<file path="src/tq_ctrl_pkg.sv">
`default_nettype none

package tq_ctrl_pkg;

   localparam int TQ_DEPTH = 16;
   localparam int CNT_WIDTH = 5;
   localparam int SPILL_FIFO_DEPTH = 16;

   // NOP needs the third bit
   typedef enum logic [2:0] {
      ENQ     = 3'b000,
      REPLACE = 3'b001,
      DEQ_MIN = 3'b010,
      DEQ_MAX = 3'b011,
      NOP     = 3'b100
   } heap_op_t;

   localparam int CFG_ADDR_WIDTH = 4;

   localparam logic [CFG_ADDR_WIDTH-1:0] CFG_SPILL_THRESHOLD = 4'd0;
   localparam logic [CFG_ADDR_WIDTH-1:0] CFG_SPILL_SIZE      = 4'd1;
   localparam logic [CFG_ADDR_WIDTH-1:0] CFG_THROTTLE_MARGIN = 4'd2;
   localparam logic [CFG_ADDR_WIDTH-1:0] CFG_START           = 4'd3;

   localparam logic [CNT_WIDTH-1:0] RST_SPILL_THRESHOLD = 5'd12;
   localparam logic [CNT_WIDTH-1:0] RST_SPILL_SIZE      = 5'd4;
   localparam logic [31:0]          RST_THROTTLE_MARGIN = 32'd1000;

endpackage

`default_nettype wire

</file>
<file path="src/tq_spill_counter.sv">
`timescale 1ns/1ps
`default_nettype none

module tq_spill_counter (
   input  wire                                  clk,
   input  wire                                  rstn,
   input  wire tq_ctrl_pkg::heap_op_t           store_op,
   input  wire [tq_ctrl_pkg::CNT_WIDTH-1:0]     n_tasks,
   input  wire [tq_ctrl_pkg::CNT_WIDTH-1:0]     spill_threshold,
   input  wire [tq_ctrl_pkg::CNT_WIDTH-1:0]     spill_size,
   output logic                                 almost_full,
   output logic                                 spilling
);
   import tq_ctrl_pkg::*;

   logic [CNT_WIDTH-1:0] spills_remaining;

   assign almost_full = (n_tasks > spill_threshold);
   assign spilling    = (spills_remaining != '0);

   always_ff @(posedge clk) begin
      if (!rstn) begin
         spills_remaining <= '0;
      end else if (!spilling && almost_full) begin
         spills_remaining <= spill_size;
      end else if (spilling && (n_tasks == '0)) begin
         // Nothing left to spill
         spills_remaining <= '0;
      end else if (store_op == DEQ_MAX) begin
         spills_remaining <= spills_remaining - 1'b1;
      end
   end

endmodule

`default_nettype wire

</file>
<file path="config.mk">
export PLATFORM = sky130hd
export DESIGN_NAME = tq_spill_counter
export DESIGN_NICKNAME = d
export VERILOG_FILES = /design/src/tq_ctrl_pkg.sv /design/src/tq_spill_counter.sv
export SDC_FILE = /design/constraint.sdc
export NUM_CORES = 1
export LEC_CHECK = 0
export BUFFER_PORTS_ARGS = -buffer_cell sky130_fd_sc_hd__buf_2
export CORE_AREA = 5 5 42 44
export CTS_CLUSTER_DIAMETER = 100
export CTS_CLUSTER_SIZE = 28
export DETAILED_ROUTE_END_ITERATION = 6
export DIE_AREA = 0 0 47 49
export PLACE_DENSITY = 0.76
export SLEW_MARGIN = 20
export SYNTH_ARGS = -nofsm -noshare
export SYNTH_HDL_FRONTEND = slang
export SYNTH_SLANG_ARGS = --single-unit
</file>
<file path="constraint.sdc">
create_clock -name clk -period 2.8 [get_ports clk]
set_clock_uncertainty 0.2 [all_clocks]
set_input_delay 0.56 -clock clk [delete_from_list [all_inputs] [get_ports clk]]
set_output_delay 0.56 -clock clk [all_outputs]
set_load 0.05 [all_outputs]
</file>
==> run_results.csv, run 1 <==
group,metric,value,unit
clocking,cts_buffer_depth,2,
layout,syn2layout_area_growth,30.2,%
floorplanning,coreArea,1400,um^2
timing,finalHoldViolCount,0,
timing,setup_viol,0,
worst_hold_path,min-delay-path-class,"input port to flop",
global_route,track_usage,11.0,%
layout,most-common-layout-cells,"21 x buf_2, 8 x inv_1, 6 x ha_1",
layout,top_regs,"spills_remaining (5)",
global_route,antenna_found_initial,0,
worst_setup_path,critPathTopFamily,"compound AO/OA/AOI/OAI gates",
timing,rsz0062_at_grt,"no",
yosys,syn_inst,61,
yosys,ys_seq_elements,5,
worst_setup_path,worstSetupEndpointType,"output port",
timing,period_minus_slack,2580,ps
power_and_ir_drop,vdd_drop_max,0.301,mV
layout,layout_commonest_cell,"buf_2",
drt,routed_wl,1170,um
yosys,synth-seq-area-share,20.5,%
clocking,cts_made_buffers,3,
clocking,clk_pin_slew_worst_paths,50,ps
layout,nFillCells,162,
layout,num_antenna_cells,0,
clocking,clock_latency,250,ps
global_route,grt_pass1_wl,1890,um
floorplanning,die_h,49,um
yosys,syn_nets,87,
yosys,synthesis.area,489,um^2
clocking,cts-root-buf,"clkbuf_4",
drt,dr_total_vias,516,
worst_setup_path,cp.required,2040,ps
drt,dr.pass1.iters,4,
worst_setup_path,start_kind,"input port",
timing,maxSlewHeadroom,73.3,%
power_and_ir_drop,power,483,uW
floorplanning,die_area,2300,um^2
clocking,post_cts_buffers,0,
drt,via_per_inst,5.11,
timing,slew_violations,0,
worst_setup_path,crit_type,"input port to output port",
job,cap_violations,0,
drt,wl_per_cell,11.6,um
global_route,grt_pass1_vias,504,
timing,worst_pin_slew,397,ps
worst_setup_path,crit_slowest_cell,"ha_1",
drt,antenna_left,0,
power_and_ir_drop,p_leak,0.000310,uW
floorplanning,die_w,47,um
yosys,synth_warnings,0,
floorplanning,initial_utilization,34.9,%
global_route,grt-ovfl-total,0,
timing,finalCritPeriodShare,92.2,%
placed_design,hpwl,1040,um
timing,fmax,387,MHz
power_and_ir_drop,powerDensity,758,nW/um^2
yosys,ys_types,27,
clocking,cts_tree,"yes",
clocking,cts_resized,0,
layout,largest_register_ffs,5,
floorplanning,row_count,14,
clocking,hold_buffers,0,
floorplanning,ios,22,
worst_setup_path,crit_buf_inv,2,
global_route,grt_max_degree,10,
worst_setup_path,crit_arrival,1820,ps
layout,final_nets,112,
layout,drive_above_1_share,32.9,%
worst_setup_path,path_max_fanout,3,
worst_setup_path,cp_slowest_stage_delay,290,ps
clocking,clock-sinks,5,
drt,drcViolationCount,0,
worst_setup_path,timing.rr.start,"spills_remaining[0]",
worst_setup_path,cp-startpoint,"n_tasks[4]",
drt,drt_iter0_drc,7,
yosys,syn_avg_cell_area,8.02,um^2
clocking,htreeDepth,1,
worst_setup_path,cp_common_cell,"buf_2",
worst_setup_path,path_cells,"buf_2 -> ha_1 -> nand3_1 -> o21bai_1 -> a21oi_1 -> buf_2",
placed_design,portBuffers,21,
worst_hold_path,min_from,"spill_size[3]",
timing,finalSetupTns,0,ps
status,outcome,"completed",
layout,regMostFlops,"spills_remaining",
placed_design,globalplace.congestion,0.802,
## synthesized netlist by cell type
library cell | count | area, um^2
a2111o_1 | 1 | 11.3
a21boi_0 | 2 | 15.0
a21o_1 | 1 | 7.51
a21oi_1 | 3 | 15.0
a21oi_4 | 1 | 16.3
a31oi_1 | 1 | 6.26
and3b_1 | 1 | 8.76
clkbuf_1 | 1 | 3.75
dfxtp_1 | 5 | 100
ha_1 | 6 | 75.1
inv_1 | 8 | 30.0
nand2_1 | 5 | 18.8
nand3_1 | 3 | 15.0
nand4_1 | 1 | 6.26
nor2_1 | 4 | 15.0
nor2b_1 | 3 | 18.8
nor3_1 | 4 | 20.0
nor4_1 | 1 | 6.26
nor4b_2 | 1 | 15.0
nor4b_4 | 1 | 23.8
o2111ai_1 | 1 | 8.76
o21ai_0 | 1 | 5.00
o21ai_2 | 1 | 8.76
o21bai_1 | 1 | 7.51
or3_1 | 1 | 6.26
or4_1 | 1 | 7.51
xnor2_1 | 2 | 17.5
## per-stage QoR
stage          instance area (um^2)  util [%]  hold slack, ps  worst slack (ps)  std cells
2_1_floorplan                   489         -             381             0.163         61
3_3_place_gp                    611      43.6             405               267         97
3_5_place_dp                    611      43.6             413               216         97
4_1_cts                         637      45.4             345               215        101
5_1_grt                         637      45.4             368               152        101
6_report                        637      45.4             354               219        101
## report_power, final
group	internal [uW]	switching (uW)	leakage, uW
sequential	93.3	28.4	0.0000411
clock	54.0	31.3	0.0000150
combinational	113	163	0.000254
total	260	223	0.000310
## worst paths after layout
check,cells after the start,slack (ps),endpoint
worst max-delay path,6,220,almost_full
worst min-delay path,3,350,spills_remaining[3]
worst max register to register,7,820,spills_remaining[4]
worst min register to register,2,410,spills_remaining[4]
## cells by family (layout without fill, tap and decap cells)
kind of cell	after synthesis	after routing	share of synthesized area [%]
buffers and inverters	9	33	6.90
AND/OR/NAND/NOR	26	26	33.0
adder cells (fa/ha/maj)	6	6	15.3
XOR/XNOR	2	2	3.58
flip-flops	5	5	20.5
AO/OA/AOI/OAI	13	13	20.7
## metal layers
metal / GRT usage, % / share of wire (%) / up-vias
met1: 13.3 / 41 / 227
li1: - / - / 265
met2: 17.0 / 46 / 22
met3: 2.95 / 11 / 2
met4: 5.53 / 1.6 / 0
met5: 0 / 0 / -
## layout make-up
cell class | instances | area, um^2 | share of cell area [%]
Timing Repair Buffer | 21 | 105 | 16.5
Multi-Input combinational cell | 47 | 355 | 55.8
Inverter | 8 | 30.0 | 4.72
Sequential cell | 5 | 100 | 15.7
Clock buffer | 4 | 26.3 | 4.13
Tap cell | 16 | 20.0 | 3.14
## worst reg2reg max path: cells and delay by family, from the launching register on
kind	cells	cell delay [ps]
AND/OR/NAND/NOR	3	690
flip-flops	1	330
buffers and inverters	1	70
adder cells (fa/ha/maj)	1	220
AO/OA/AOI/OAI	2	370
Power figures use the tool's default switching activity.
==> run 2, diff against run 1 <==
- CELL_PAD_IN_SITES_DETAIL_PLACEMENT: default -> 0
- CELL_PAD_IN_SITES_GLOBAL_PLACEMENT: default -> 1
- CORE_AREA: 5 5 42 44 -> default
- CORE_MARGIN: default -> 5
- CORE_UTILIZATION: default -> 33
- DIE_AREA: 0 0 47 49 -> default
- PLACE_DENSITY: 0.76 -> 0.91
==> run_results.csv, run 2 (synthesized netlist as in run 1, its figures left out) <==
group,metric,value,unit
status,outcome,"completed",
job,cap_violations,0,
global_route,grt_pass1_wl,1960,um
clocking,hold_buffers,0,
worst_setup_path,path_cells,"buf_2 -> ha_1 -> nand3_1 -> o21bai_1 -> a21oi_1 -> buf_2",
worst_setup_path,critPathTopFamily,"compound AO/OA/AOI/OAI gates",
worst_setup_path,cp_slowest_stage_delay,300,ps
layout,layout_commonest_cell,"buf_2",
drt,routed_wl,1120,um
worst_setup_path,cp_common_cell,"buf_2",
timing,worst_pin_slew,377,ps
timing,slew_violations,0,
clocking,clock_latency,250,ps
timing,fmax,381,MHz
layout,top_regs,"spills_remaining (5)",
worst_setup_path,crit_arrival,1860,ps
timing,finalHoldViolCount,0,
drt,route.met2.wl,504,um
layout,regMostFlops,"spills_remaining",
clocking,cts_resized,0,
floorplanning,row_count,13,
timing,maxSlewHeadroom,74.8,%
worst_setup_path,rr_worst_depth,7,
timing,worst_slack,179,ps
worst_setup_path,crit_buf_inv,2,
worst_hold_path,worst_hold_path.endpoint,"spills_remaining[1]",
clocking,cts-root-buf,"clkbuf_4",
worst_setup_path,cp-startpoint,"n_tasks[3]",
worst_setup_path,timing.rr.start,"spills_remaining[0]",
placed_design,globalplace.congestion,0.745,
drt,drcViolationCount,0,
clocking,clk_pin_slew_worst_paths,40,ps
drt,dr.max_layer_used,"met4",
worst_setup_path,path_max_fanout,3,
worst_setup_path,start_kind,"input port",
drt,dr_total_vias,514,
timing,setup_viol,0,
timing,finalCritPeriodShare,93.6,%
worst_setup_path,worstSetupEndpointType,"output port",
worst_setup_path,crit_type,"input port to output port",
drt,dr.pass1.iters,4,
floorplanning,die_w,48.5,um
layout,drive_above_1_share,32.9,%
worst_hold_path,min_from,"spill_size[1]",
worst_setup_path,crit_slowest_cell,"ha_1",
power_and_ir_drop,p_leak,0.000310,uW
global_route,grt_pass1_vias,477,
floorplanning,initial_utilization,36.2,%
global_route,antenna_found_initial,0,
layout,largest_register_ffs,5,
layout,nFillCells,141,
clocking,post_cts_buffers,0,
layout,num_antenna_cells,0,
floorplanning,die_area,2350,um^2
placed_design,post-place-ws,201,ps
floorplanning,die_h,48.5,um
worst_setup_path,cp.required,2040,ps
power_and_ir_drop,powerDensity,759,nW/um^2
floorplanning,coreArea,1350,um^2
clocking,cts_buffer_depth,2,
clocking,htreeDepth,1,
drt,drt-met1-wl,477,um
floorplanning,ios,22,
worst_hold_path,min-delay-path-class,"input port to flop",
placed_design,dpl-instance-area,609,um^2
drt,antenna_left,0,
timing,period_minus_slack,2620,ps
drt,drt_iter0_drc,6,
timing,finalSetupTns,0,ps
global_route,track_usage,10.6,%
worst_hold_path,whs_path_depth,3,
layout,most-common-layout-cells,"21 x buf_2, 8 x inv_1, 6 x ha_1",
drt,wl_per_cell,11.2,um
drt,via_per_inst,5.14,
layout,syn2layout_area_growth,29.9,%
worst_setup_path,r2r-end,"spills_remaining[4]",
power_and_ir_drop,vdd_drop_max,0.234,mV
clocking,cts_tree,"yes",
layout,final_nets,112,
layout,finalCoreUtilization,47.1,%
clocking,clock-sinks,5,
global_route,grt_max_degree,10,
worst_setup_path,cp_num_cells,6,
placed_design,hpwl,929,um
timing,rsz0062_at_grt,"no",
layout,finalInstanceArea,636,um^2
worst_setup_path,r2r_slack,860,ps
global_route,grt-ovfl-total,0,
placed_design,portBuffers,21,
drt,dr_wl_met3,98,um
clocking,cts_made_buffers,3,
## run 2: cell counts in the layout (fill, tap and decap cells not counted)
No cell type changed its count.
## run 2: worst min-delay path, stage by stage
cell      delay (ps)
buf_2             90
nand2_1           40
a21boi_0          60
## run 2: layout make-up
class                           count  area (um^2)  area share [%]
Multi-Input combinational cell     47          355            55.9
Timing Repair Buffer               21          105            16.5
Sequential cell                     5          100            15.7
Inverter                            8         30.0            4.72
Tap cell                           15         18.8            2.95
Clock buffer                        4         26.3            4.13
## run 2: worst max path at each step
stage,to,slack [ps]
global placement,almost_full,250
global route,almost_full,130
finish,almost_full,180
CTS,almost_full,190
detailed placement,almost_full,200
floorplan,almost_full,0.2
## run 2: metrics by stage
step | hold slack [ps] | power, uW | instances
global placement | 395 | 392 | 96
CTS | 352 | 486 | 100
finish | 357 | 482 | 100
global route | 353 | 525 | 100
detailed placement | 406 | 397 | 96
floorplan | 381 | 340 | 61
## run 2: layer usage
layer / GRT usage, % / up-vias
met1: 11.9 / 227
li1: - / 268
met5: 0 / -
met2: 15.2 / 15
met3: 4.89 / 4
met4: 8.07 / 0
## run 2: report_power, final
group / switching (uW) / leakage [uW] / internal, uW
logic: 162 / 0.000254 / 113
clock network: 31.8 / 0.0000150 / 54.0
registers: 28.5 / 0.0000411 / 93.3
total: 222 / 0.000310 / 260
==> run 3, diff against run 2 <==
- CORE_MARGIN: 5 -> default
==> run_results.csv, run 3 (synthesized netlist as in run 1, its figures left out) <==
group,metric,value,unit
clocking,cts_resized,0,
worst_setup_path,cp_slowest_stage_delay,290,ps
clocking,clk_pin_slew_worst_paths,40,ps
clocking,cts_made_buffers,3,
clocking,hold_buffers,0,
global_route,track_usage,15.5,%
timing,worst_pin_slew,338,ps
worst_setup_path,cp.required,2040,ps
floorplanning,initial_utilization,36.7,%
timing,rsz0062_at_grt,"no",
clocking,post_cts_buffers,0,
layout,drive_above_1_share,32.9,%
floorplanning,die_h,40.5,um
placed_design,portBuffers,21,
power_and_ir_drop,p_leak,0.000310,uW
timing,maxSlewHeadroom,77.4,%
layout,nFillCells,140,
drt,via_per_inst,5.07,
drt,dr_total_vias,507,
floorplanning,die_area,1640,um^2
worst_setup_path,path_max_fanout,3,
drt,wl_per_cell,9.87,um
placed_design,globalplace.congestion,0.735,
global_route,grt_pass1_vias,461,
layout,layout_commonest_cell,"buf_2",
global_route,antenna_found_initial,0,
layout,finalCoreUtilization,47.7,%
floorplanning,coreArea,1330,um^2
floorplanning,die_w,40.5,um
layout,regMostFlops,"spills_remaining",
layout,top_regs,"spills_remaining (5)",
worst_setup_path,r2r_slack,900,ps
worst_setup_path,critPathTopFamily,"compound AO/OA/AOI/OAI gates",
timing,period_minus_slack,2600,ps
layout,syn2layout_area_growth,29.9,%
power_and_ir_drop,powerDensity,753,nW/um^2
worst_setup_path,start_kind,"input port",
drt,drcViolationCount,0,
power_and_ir_drop,vdd_drop_max,0.414,mV
global_route,grt_max_degree,10,
layout,num_antenna_cells,0,
timing,slew_violations,0,
clocking,cts_tree,"yes",
timing,finalCritPeriodShare,92.7,%
clocking,cts_buffer_depth,2,
worst_setup_path,crit_arrival,1840,ps
timing,finalSetupTns,0,ps
floorplanning,ios,22,
worst_setup_path,worstSetupEndpointType,"output port",
timing,fmax,385,MHz
timing,setup_viol,0,
layout,most-common-layout-cells,"21 x buf_2, 8 x inv_1, 6 x ha_1",
drt,dr.pass1.iters,2,
drt,drt_iter0_drc,5,
timing,finalHoldViolCount,0,
layout,largest_register_ffs,5,
global_route,grt-ovfl-total,0,
worst_setup_path,crit_slowest_cell,"ha_1",
status,outcome,"completed",
clocking,cts-root-buf,"clkbuf_4",
floorplanning,row_count,13,
global_route,grt_pass1_wl,1680,um
job,cap_violations,0,
worst_setup_path,crit_type,"input port to output port",
worst_setup_path,crit_buf_inv,2,
layout,final_nets,112,
clocking,htreeDepth,1,
clocking,clock-sinks,5,
drt,routed_wl,987,um
clocking,clock_latency,250,ps
worst_hold_path,min-delay-path-class,"input port to flop",
worst_setup_path,cp_common_cell,"buf_2",
drt,antenna_left,0,
worst_setup_path,path_cells,"buf_2 -> ha_1 -> nand3_1 -> o21bai_1 -> a21oi_1 -> buf_2",
placed_design,hpwl,846,um
## run 3: cell counts in the layout (fill, tap and decap cells not counted)
Identical to the previous run, type by type.
## run 3: path summary, 6_finish.rpt
kind / start / endpoint / depth (start not counted)
max: n_tasks[4] / almost_full / 6
min: spill_size[3] / spills_remaining[3] / 3
max reg2reg: spills_remaining[0] / spills_remaining[4] / 7
min reg2reg: spills_remaining[4] / spills_remaining[4] / 2
## run 3: worst min-delay path, delay by kind of cell
family / cells / cell delay, ps
simple gates: 1 / 50
buf+inv: 1 / 70
compound gates: 1 / 70
## run 3: where the power goes
group	internal, uW	switching, uW	leakage [uW]	total [uW]
clock network	54.0	31.1	0.0000150	85.1
registers	93.3	28.6	0.0000411	122
logic	113	159	0.000254	272
## run 3: routing by layer
| metal | GRT usage (%) | routed length [um] | vias to the layer above |
|---|---|---|---|
| met5 | 0 | 0 | - |
| met4 | 7.50 | 0 | 0 |
| met3 | 5.00 | 59 | 0 |
| met2 | 25.0 | 431 | 15 |
| met1 | 18.1 | 496 | 223 |
| li1 | - | - | 269 |
## run 3: stage by stage
step	instance area, um^2	setup slack (ps)	instances	total power, uW	hold slack [ps]
6_report	636	205	100	479	349
2_1_floorplan	489	0.163	61	340	381
5_1_grt	636	142	100	522	381
3_3_place_gp	609	259	96	396	409
3_5_place_dp	609	206	96	398	411
4_1_cts	636	201	100	485	356
## run 3: area by class of cell
cell class,count,area (um^2),share of cell area [%]
flip-flops and latches,5,100,15.7
repair buffers,21,105,16.5
well taps,15,18.8,2.95
clock buffers,4,26.3,4.13
multi-input cells,47,355,55.9
inverters,8,30.0,4.72
